--- src/design/pma_config.svh ---
// PMA lookup unit configuration
// Table size and address geometry shared by the package and the RTL

`ifndef PMA_CONFIG_SVH
`define PMA_CONFIG_SVH

// Number of entries in the region table
`define PMA_NUM_REGIONS 4

// Byte address width of a request
`define PMA_ADDR_W 32

// Address bits below this one are ignored by every bounds check
`define PMA_WORD_LSB 2

// Width of a region index
`define PMA_REGION_W 2

`endif

--- src/design/pma_pkg.sv ---
// PMA lookup types and constants
// Region attribute layout, the fallback attributes and the fixed region table

`default_nettype none

package pma_pkg;

  `include "pma_config.svh"

  // One region with word bounds [low, high) and its attribute bits
  typedef struct packed {
    logic [`PMA_ADDR_W-`PMA_WORD_LSB-1:0] word_addr_low;
    logic [`PMA_ADDR_W-`PMA_WORD_LSB-1:0] word_addr_high;
    logic                                 main;
    logic                                 bufferable;
    logic                                 cacheable;
    logic                                 atomic;
  } pma_cfg_t;

  typedef logic [`PMA_REGION_W-1:0] pma_region_t;

  // Used when no region contains the address and allows nothing
  localparam pma_cfg_t PMA_R_DEFAULT = '{
    word_addr_low:  '0,
    word_addr_high: '0,
    main:           1'b0,
    bufferable:     1'b0,
    cacheable:      1'b0,
    atomic:         1'b0
  };

  ////////////////////////////////////////////////////////////////////////////
  // Region table with bounds as word addresses (byte address >> 2)
  ////////////////////////////////////////////////////////////////////////////

  localparam pma_cfg_t PMA_REGION_TABLE [`PMA_NUM_REGIONS] = '{
    // Main memory from 0x0000_0000 to 0x0001_0000
    '{word_addr_low: 30'h0000_0000, word_addr_high: 30'h0000_4000,
      main: 1'b1, bufferable: 1'b0, cacheable: 1'b1, atomic: 1'b1},
    // Peripheral window from 0x1000_0000 to 0x1000_1000
    '{word_addr_low: 30'h0400_0000, word_addr_high: 30'h0400_0400,
      main: 1'b0, bufferable: 1'b1, cacheable: 1'b0, atomic: 1'b0},
    // Main memory with all features from 0x2000_0000 to 0x3000_0000
    '{word_addr_low: 30'h0800_0000, word_addr_high: 30'h0C00_0000,
      main: 1'b1, bufferable: 1'b1, cacheable: 1'b1, atomic: 1'b1},
    // From 0x0000_8000 to 0x2000_0000, overlapping region 0 and touching region 2
    '{word_addr_low: 30'h0000_2000, word_addr_high: 30'h0800_0000,
      main: 1'b1, bufferable: 1'b0, cacheable: 1'b0, atomic: 1'b0}
  };

endpackage : pma_pkg

`default_nettype wire

--- src/design/pma_req_if.sv ---
// PMA request bundle
// Carries one registered lookup request from the input stage to the
// region comparators and the attribute selector

`timescale 1ns/1ps
`default_nettype none

`include "pma_config.svh"

interface pma_req_if;

  logic                   valid;
  logic [`PMA_ADDR_W-1:0] addr;
  logic                   instr_fetch;
  logic                   misaligned;
  logic                   atomic;
  logic                   load;

  // Input register drives the whole request
  modport stage_mp (
    output valid, addr, instr_fetch, misaligned, atomic, load
  );

  // Comparators only look at the address
  modport match_mp (input addr);

  modport select_mp (
    input valid, addr, instr_fetch, misaligned, atomic, load
  );

endinterface : pma_req_if

`default_nettype wire

--- src/design/pma_req_stage.sv ---
// PMA request input stage
// Registers the incoming request so the comparator tree sees only flop outputs

`timescale 1ns/1ps
`default_nettype none

`include "pma_config.svh"

module pma_req_stage (
  input  logic                   clk,
  input  logic                   rst_n,
  input  logic                   req_valid_i,
  input  logic [`PMA_ADDR_W-1:0] addr_i,
  input  logic                   instr_fetch_i,
  input  logic                   misaligned_i,
  input  logic                   atomic_i,
  input  logic                   load_i,
  pma_req_if.stage_mp            req
);

  // Valid bit follows the strobe every cycle
  always_ff @(posedge clk, negedge rst_n) begin
    if (!rst_n) begin
      req.valid <= 1'b0;
    end else begin
      req.valid <= req_valid_i;
    end
  end

  // Payload only moves on an accepted request
  always_ff @(posedge clk) begin
    if (req_valid_i) begin
      req.addr        <= addr_i;
      req.instr_fetch <= instr_fetch_i;
      req.misaligned  <= misaligned_i;
      req.atomic      <= atomic_i;
      req.load        <= load_i;
    end
  end

endmodule : pma_req_stage

`default_nettype wire

--- src/design/pma_region_match.sv ---
// PMA region comparator
// Checks the registered request address against one table entry's bounds

`timescale 1ns/1ps
`default_nettype none

`include "pma_config.svh"

module pma_region_match import pma_pkg::*; #(
  parameter int region_idx = 0
) (
  pma_req_if.match_mp req,
  output logic        hit_o
);

  localparam pma_cfg_t REGION_CFG = PMA_REGION_TABLE[region_idx];

  logic [`PMA_ADDR_W-`PMA_WORD_LSB-1:0] word_addr;

  // Byte offset within the word plays no part in the match
  assign word_addr = req.addr[`PMA_ADDR_W-1:`PMA_WORD_LSB];

  // Lower bound inclusive, upper bound exclusive
  assign hit_o = (word_addr >= REGION_CFG.word_addr_low) &&
                 (word_addr <  REGION_CFG.word_addr_high);

endmodule : pma_region_match

`default_nettype wire

--- src/design/pma_attr_select.sv ---
// PMA attribute selector
// Picks the lowest-numbered hit region, derives the access flags from its
// attributes and registers the result

`timescale 1ns/1ps
`default_nettype none

`include "pma_config.svh"

module pma_attr_select import pma_pkg::*; (
  input  logic                        clk,
  input  logic                        rst_n,
  pma_req_if.select_mp                req,
  input  logic [`PMA_NUM_REGIONS-1:0] hit_i,
  output logic                        resp_valid_o,
  output pma_region_t                 region_o,
  output logic                        match_o,
  output logic                        err_o,
  output logic                        bufferable_o,
  output logic                        cacheable_o
);

  pma_cfg_t    sel_cfg;
  pma_region_t sel_region;
  logic        sel_match;
  logic        err_d;
  logic        bufferable_d;
  logic        cacheable_d;

  ////////////////////////////////////////////////////////////////////////////
  // Priority select
  ////////////////////////////////////////////////////////////////////////////

  // Walk from the top down so the lowest set bit is the last to win
  always_comb begin
    sel_cfg    = PMA_R_DEFAULT;
    sel_region = '0;
    sel_match  = 1'b0;
    for (int i = `PMA_NUM_REGIONS - 1; i >= 0; i--) begin
      if (hit_i[i]) begin
        sel_cfg    = PMA_REGION_TABLE[i];
        sel_region = pma_region_t'(i);
        sel_match  = 1'b1;
      end
    end
  end

  ////////////////////////////////////////////////////////////////////////////
  // Access checks
  ////////////////////////////////////////////////////////////////////////////

  // Fetch and misaligned accesses need main memory and atomics need support
  assign err_d = (req.instr_fetch && !sel_cfg.main) ||
                 (req.misaligned  && !sel_cfg.main) ||
                 (req.atomic      && !sel_cfg.atomic);

  // Only plain stores may be buffered
  assign bufferable_d = sel_cfg.bufferable &&
                        !req.load && !req.atomic && !req.instr_fetch;

  assign cacheable_d = sel_cfg.cacheable;

  ////////////////////////////////////////////////////////////////////////////
  // Output register
  ////////////////////////////////////////////////////////////////////////////

  always_ff @(posedge clk, negedge rst_n) begin
    if (!rst_n) begin
      resp_valid_o <= 1'b0;
      region_o     <= '0;
      match_o      <= 1'b0;
      err_o        <= 1'b0;
      bufferable_o <= 1'b0;
      cacheable_o  <= 1'b0;
    end else begin
      resp_valid_o <= req.valid;
      if (req.valid) begin
        region_o     <= sel_region;
        match_o      <= sel_match;
        err_o        <= err_d;
        bufferable_o <= bufferable_d;
        cacheable_o  <= cacheable_d;
      end else begin
        // Idle cycles show a clean all-zero result
        region_o     <= '0;
        match_o      <= 1'b0;
        err_o        <= 1'b0;
        bufferable_o <= 1'b0;
        cacheable_o  <= 1'b0;
      end
    end
  end

endmodule : pma_attr_select

`default_nettype wire

--- src/design/pma_unit.sv ---
// PMA lookup unit
// Two-stage pipeline of a request register and per-region comparators
// feeding a priority selector with a registered result

`timescale 1ns/1ps
`default_nettype none

`include "pma_config.svh"

module pma_unit import pma_pkg::*; (
  input  logic                   clk,
  input  logic                   rst_n,
  input  logic                   req_valid_i,
  input  logic [`PMA_ADDR_W-1:0] addr_i,
  input  logic                   instr_fetch_i,
  input  logic                   misaligned_i,
  input  logic                   atomic_i,
  input  logic                   load_i,
  output logic                   resp_valid_o,
  output pma_region_t            region_o,
  output logic                   match_o,
  output logic                   err_o,
  output logic                   bufferable_o,
  output logic                   cacheable_o
);

  pma_req_if req_if ();

  // One bit per table entry
  logic [`PMA_NUM_REGIONS-1:0] hit;

  pma_req_stage pma_req_stage_inst (
    .clk           (clk),
    .rst_n         (rst_n),
    .req_valid_i   (req_valid_i),
    .addr_i        (addr_i),
    .instr_fetch_i (instr_fetch_i),
    .misaligned_i  (misaligned_i),
    .atomic_i      (atomic_i),
    .load_i        (load_i),
    .req           (req_if.stage_mp)
  );

  for (genvar i = 0; i < `PMA_NUM_REGIONS; i++) begin : g_region
    pma_region_match #(
      .region_idx (i)
    ) pma_region_match_inst (
      .req   (req_if.match_mp),
      .hit_o (hit[i])
    );
  end

  pma_attr_select pma_attr_select_inst (
    .clk          (clk),
    .rst_n        (rst_n),
    .req          (req_if.select_mp),
    .hit_i        (hit),
    .resp_valid_o (resp_valid_o),
    .region_o     (region_o),
    .match_o      (match_o),
    .err_o        (err_o),
    .bufferable_o (bufferable_o),
    .cacheable_o  (cacheable_o)
  );

endmodule : pma_unit

`default_nettype wire

--- config.mk ---
export PLATFORM = sky130hd
export DESIGN_NAME = pma_unit
export DESIGN_NICKNAME = d
export VERILOG_FILES = /design/src/design/pma_pkg.sv /design/src/design/pma_req_if.sv /design/src/design/pma_req_stage.sv /design/src/design/pma_region_match.sv /design/src/design/pma_attr_select.sv /design/src/design/pma_unit.sv
export VERILOG_INCLUDE_DIRS = /design/src /design/src/design
export SDC_FILE = /design/constraint.sdc
export NUM_CORES = 1
export LEC_CHECK = 0
export ABC_CLOCK_PERIOD_IN_PS = 2700
export BUFFER_PORTS_ARGS = -buffer_cell sky130_fd_sc_hd__buf_2
export CAP_MARGIN = 40
export CORE_MARGIN = 2
export CORE_UTILIZATION = 25
export DETAILED_ROUTE_END_ITERATION = 12
export SETUP_SLACK_MARGIN = 0.5
export SLEW_MARGIN = 5
export SYNTH_ARGS = -nofsm -noshare
export SYNTH_HDL_FRONTEND = slang
export SYNTH_SLANG_ARGS = --single-unit
export TNS_END_PERCENT = 100
--- constraint.sdc ---
create_clock -name clk -period 2.7 [get_ports clk]
set_input_delay 0.27 -clock clk [delete_from_list [all_inputs] [get_ports clk]]
set_output_delay 0.27 -clock clk [all_outputs]
set_load 0.1 [all_outputs]
After elaboration in Yosys (flattened, before gate mapping)
Cells that the tools add are included.
{"block": "word_totals", "reg_bits": 44, "rom_bits": 0, "ram_bits": 0, "inputBits": 39, "out_inout_bits": 7, "latch_bits": 0, "n_memories": 0}
{"block": "op_classes", "div_mod_pow": 0, "shift": 0, "multipliers": 0, "n_eq_ne": 0, "n_addsub": 0, "n_mux": 17, "reduce_logical": 17, "n_lt_le_gt_ge": 8, "bitwise_logic": 0}
{"operator": "less-than comparator 30 x 28 -> 1 bit, second input constant", "count": 2}
{"operator": ">= comparator 30 x 1 -> 1 bit, second input constant", "count": 1}
{"operator": ">= comparator 30 x 14 -> 1 bit, second input constant", "count": 1}
{"operator": ">= comparator 30 x 27 -> 1 bit, second input constant", "count": 1}
{"operator": ">= comparator 30 x 28 -> 1 bit, second input constant", "count": 1}
{"operator": "less-than comparator 30 x 15 -> 1 bit, second input constant", "count": 1}
{"operator": "less-than comparator 30 x 27 -> 1 bit, second input constant", "count": 1}
{"operator": "two-way mux 4 bit", "count": 4}
{"operator": "logical AND 1 bit", "count": 10}
{"operator": "two-way mux 2 bit", "count": 5}
{"operator": "two-way mux 1 bit", "count": 8}
{"operator": "zero test 1 bit", "count": 5}
{"operator": "logical OR 1 bit", "count": 2}

Logic depth before layout (Yosys ltp)
{"block": "depth", "depth_word": 11, "depth_mapped": 4, "mapped_depth_nobuf": 4}

Cells and area by module
From an unflattened synthesis, not the netlist that was laid out.
{"block": "unflattened", "hier_cells": 79, "area_unflattened_um2": 1545.2}
{"module": "pma_req_stage", "n_inst": 1, "area_each_um2": 1106.1, "cells_each": 37, "seq_area_each_um2": 1106.1}
{"module": "pma_attr_select", "n_inst": 1, "area_each_um2": 287.8, "cells_each": 22, "seq_area_each_um2": 175.2}
{"module": "pma_region_match (g_region[1].pma_region_match_inst)", "n_inst": 1, "area_each_um2": 65.1, "cells_each": 8, "seq_area_each_um2": 0.0}
{"module": "pma_region_match (g_region[3].pma_region_match_inst)", "n_inst": 1, "area_each_um2": 37.5, "cells_each": 6, "seq_area_each_um2": 0.0}
{"module": "pma_region_match (g_region[0].pma_region_match_inst)", "n_inst": 1, "area_each_um2": 33.8, "cells_each": 5, "seq_area_each_um2": 0.0}
{"module": "pma_region_match (g_region[2].pma_region_match_inst)", "n_inst": 1, "area_each_um2": 15.0, "cells_each": 1, "seq_area_each_um2": 0.0}

Worst setup path before layout
Ideal clock, no wire load.
{"block": "synth_path", "path_kind": "register to register", "startpoint": "register pma_req_stage_inst.req.addr[19]", "endpoint": "register pma_attr_select_inst.region_o[1]", "path_slack_ns": 1.213, "period_less_slack_ns": 1.487, "required_time_ns": 2.579, "arrival_time_ns": 1.366, "path_stages_with_launch": 5, "setup_ns": 0.121, "path_cell_list": "edfxtp_1 > nor4_2 > nand3_2 > o31a_1 > and4b_1"}
{"block": "synth_between", "elab_chain_len": 7}
{"item": "from (decl)", "line_no": "pma_req_if.sv:21", "text": "output valid, addr, instr_fetch, misaligned, atomic, load"}
{"item": "from (signal assigned)", "line_no": "pma_req_stage.sv:33", "text": "req.addr <= addr_i;"}
{"item": ">= comparator 30 x 14 -> 1 bit / less-than comparator 30 x 28 -> 1 bit (equally long branches)", "line_no": "pma_region_match.sv:24, pma_region_match.sv:25"}
{"item": "logical AND 1 bit", "line_no": "pma_region_match.sv:24", "text": "assign hit_o = (word_addr >= REGION_CFG.word_addr_low) &&"}
{"item": "two-way mux 2 bit (3 in series)", "line_no": "pma_attr_select.sv:40", "text": "if (hit_i[i]) begin"}
{"item": "two-way mux 2 bit (*)", "line_no": "pma_attr_select.sv:40"}
{"item": "two-way mux 2 bit (*)", "line_no": "pma_attr_select.sv:77", "text": "if (req.valid) begin"}
{"item": "to (signal assigned)", "line_no": "pma_attr_select.sv:78", "text": "region_o <= sel_region;"}
{"item": "to (decl)", "line_no": "pma_attr_select.sv:16", "text": "output pma_region_t region_o,"}
Every way passes the cells marked *; elsewhere a longest branch is shown, timed or not.
A chain may end at the register's enable or synchronous reset.

Worst setup path in the final report
{"block": "layout_path", "startpoint": "register pma_req_stage_inst.req.addr[27]", "endpoint": "register pma_attr_select_inst.region_o[1]"}
The elaborated chain is that of the path after synthesis.

==> qor.yml <==
synth:
  synth_seq_cells: 32
  yosysTopAreaCell: "edfxtp_1"
  netlist.area_leader.share_pct: 63.9
  synth.avg_cell_area_um2: 19.8
  syn_inst: 57
  synth_edf_count: 24
  synth_cell_types: 21
  synthTopCellsByCount: "24 x edfxtp_1, 8 x dfrtp_1, 3 x nor3_1, 3 x nor4_2"
  ys.flop_type: "edfxtp_1"
  synth_area_leaders: "edfxtp_1 64%, dfrtp_1 18%, nor4_2 3.3%"
  syn-num-nets: 96
  ys_async_sr_fraction_pct: 25.0
  yosys_warnings: 0
  yosysSeqAreaShare_pct: 81.7
  synth_area_um2: 1130
  yosysMostFrequentCell: "edfxtp_1"
final_layout:
  fill_cells: 431
  multi_input_area_um2: 203
  stdcell_area_um2: 1450
  syn2layout_area_growth_pct: 28.5
  antenna_cells: 0
  regArea_um2: 921
  drive_above_1_share_pct: 44.4
  final_nets: 137
  final_util_pct: 33.3
setup_path:
  crit_fanout: 4
  worstPathRequired_ns: 2.86
  max_stage_delay_ns: 0.41
  arrival_ns: 1.83
  crit_buf_inv: 0
  crit_family: "simple AND/OR/NAND/NOR gates"
  start_kind: "register"
  crit_slowest_cell: "nor4_2"
  path_cells: "nor4_2 > nand3_2 > nor4_4 > and4b_1"
  endpoint_kind: "register"
  path_class: "reg2reg"
sta:
  finalHoldViolations: 0
  setup_viol: 0
  grt_setup_unrepaired: "no"
  post-route-min-period_ns: 1.67
  holdWs_ns: 0.167
  clock.fmax_ghz: 0.598
  finalCritPeriodShare_pct: 61.9
  worst_slew_pin_slew_ns: 0.685
  drv_slew: 0
  fin_worst_skew_ns: 0.00669
  relSlewSlack_pct: 53.7
  setup_tns_ns: 0
global_route:
  grt_pass1_vias: 684
  grt_usage_pct: 8.36
  grt_max_degree: 26
  grt_overflow_total: 0
  antenna_found_initial: 0
  grt_pass1_wl_um: 3170
power_and_ir_drop:
  leakagePower_uw: 0.000589
  vdd_drop_max_mv: 0.377
  p_per_area_nw_per_um2: 691
route:
  wl_met3_um: 165
  wl_met2_um: 948
  drt-initial-drc-count: 27
  dr_total_vias: 647
  wl_per_cell_um: 12.1
  top_layer: "met4"
  drcViolationCount: 0
  ant_nets: 0
  viasPerCell: 4.28
  routed_wl_um: 1830
  drt-met1-wl_um: 694
  drtPass1Iterations: 5
floorplan:
  die_y_um: 71.2
  start_util_pct: 25.9
  ios: 46
  die_w_um: 71.2
  rows: 24
  core_um2: 4350
  dieArea_um2: 5060
run_status:
  status: "complete, no violations"
place:
  placed_cell_area_um2: 1360
  place_hpwl_um: 1400
  portBuffers: 33
  routabilityCongestion: 0.665
clocking:
  tritoncts: "yes"
  cts_sinks: 32
  clockBufferDepth: 2
  post_cts_resized: 0
  postCtsSetupRepairBufs: 0
  root_buffer: "clkbuf_8"
  clk_pin_slew_worst_paths_ns: 0.06
  clkLatencyLatePin_ns: 0.27
  htree_levels: 2
  cts-buffers-inserted: 5
flow_run:
  cap_viol_max_count: 0
hold_path:
  hold_path.class: "in2reg"
## cell type report
class                           count  share of cell area (%)
Clock buffer                        7                    5.27
Clock inverter                      1                   0.345
Inverter                            1                   0.259
Multi-Input combinational cell     24                    14.0
Sequential cell                    32                    63.6
Tap cell                           52                    4.49
Timing Repair Buffer               34                    12.1
## placed cells by master, fill, tap and decap left out
cell type	n
o21ai_0	1
dfrtp_1	8
nand4_1	1
o211a_1	2
o211ai_1	1
nor3_1	3
dlygate4sd3_1	1
nor4_2	3
nor2_1	2
clkbuf_1	2
or4b_1	1
inv_1	1
nand3_2	1
nor4_4	1
nor3b_1	1
a211oi_1	1
nor4b_1	1
edfxtp_1	24
and4b_1	1
clkinv_2	1
o21a_1	1
or3_1	1
and2_1	1
o31a_1	1
buf_2	33
clkbuf_8	5
## sequential cells by signal, summed over array words and instances (netlist names)
register and count:
pma_req_stage_inst.req.atomic 1, pma_attr_select_inst.err_o 1, pma_attr_select_inst.resp_valid_o 1, pma_attr_select_inst.match_o 1, pma_req_stage_inst.req.misaligned 1, pma_req_stage_inst.req.instr_fetch 1, pma_attr_select_inst.bufferable_o 1, pma_attr_select_inst.cacheable_o 1
pma_req_stage_inst.req.valid 1, pma_attr_select_inst.region_o 2, pma_req_stage_inst.req.addr 20, pma_req_stage_inst.req.load 1
## through the flow
step	power [uW]	std cells	setup slack (ns)
after floorplan	640	57	1.21
after detailed placement	679	142	1.00
final	1000	151	1.03
after global placement	675	142	1.07
after CTS	1010	151	0.980
after global routing	1050	151	0.890
## metal layers
layer / global-route usage, % / vias up
li1: - / 312
met5: 0 / -
met3: 4.70 / 4
met2: 14.1 / 28
met4: 2.52 / 0
met1: 8.91 / 303
## worst paths after layout
kind,slack (ns),cells past startpoint,to,startpoint
worst min register to register,0.44,0,pma_attr_select_inst.resp_valid_o$_DFF_PN0_,pma_req_stage_inst.req.valid$_DFF_PN0_
worst max-delay path,1.03,4,pma_attr_select_inst.region_o[1]$_DFF_PN0_,pma_req_stage_inst.req.addr[27]$_DFFE_PP_
min in group asynchronous,0.36,2,pma_attr_select_inst.err_o$_DFF_PN0_,rst_n
worst min-delay path,0.17,1,pma_req_stage_inst.req.addr[24]$_DFFE_PP_,addr_i[24]
max in group asynchronous,2.18,2,pma_attr_select_inst.match_o$_DFF_PN0_,rst_n
worst max register to register,1.03,4,pma_attr_select_inst.region_o[1]$_DFF_PN0_,pma_req_stage_inst.req.addr[27]$_DFFE_PP_
## power by group
group          switching, uW  leakage, uW  internal (uW)
registers               16.3     0.000339            569
logic                   57.8     0.000208           25.1
clock network            153    0.0000422            180
total                    227     0.000589            775
## cells by family (layout without fill, tap and decap cells)
| kind of cell | Yosys count | in the layout | share of synthesized area [%] |
|---|---|---|---|
| AOI/OAI and AO/OA | 7 | 7 | 4.99 |
| DFF | 32 | 32 | 81.7 |
| and+or+nand+nor | 17 | 17 | 13.0 |
| buffers and inverters | 1 | 43 | 0.333 |
## what timing repair did
| item | CTS | global route |
|---|---|---|
| endpoints found under the setup margin | 0 | 0 |
| hold buffers | 1 | 0 |
| endpoints found under the hold margin | 8 | 0 |
Power figures use the tool's default switching activity.
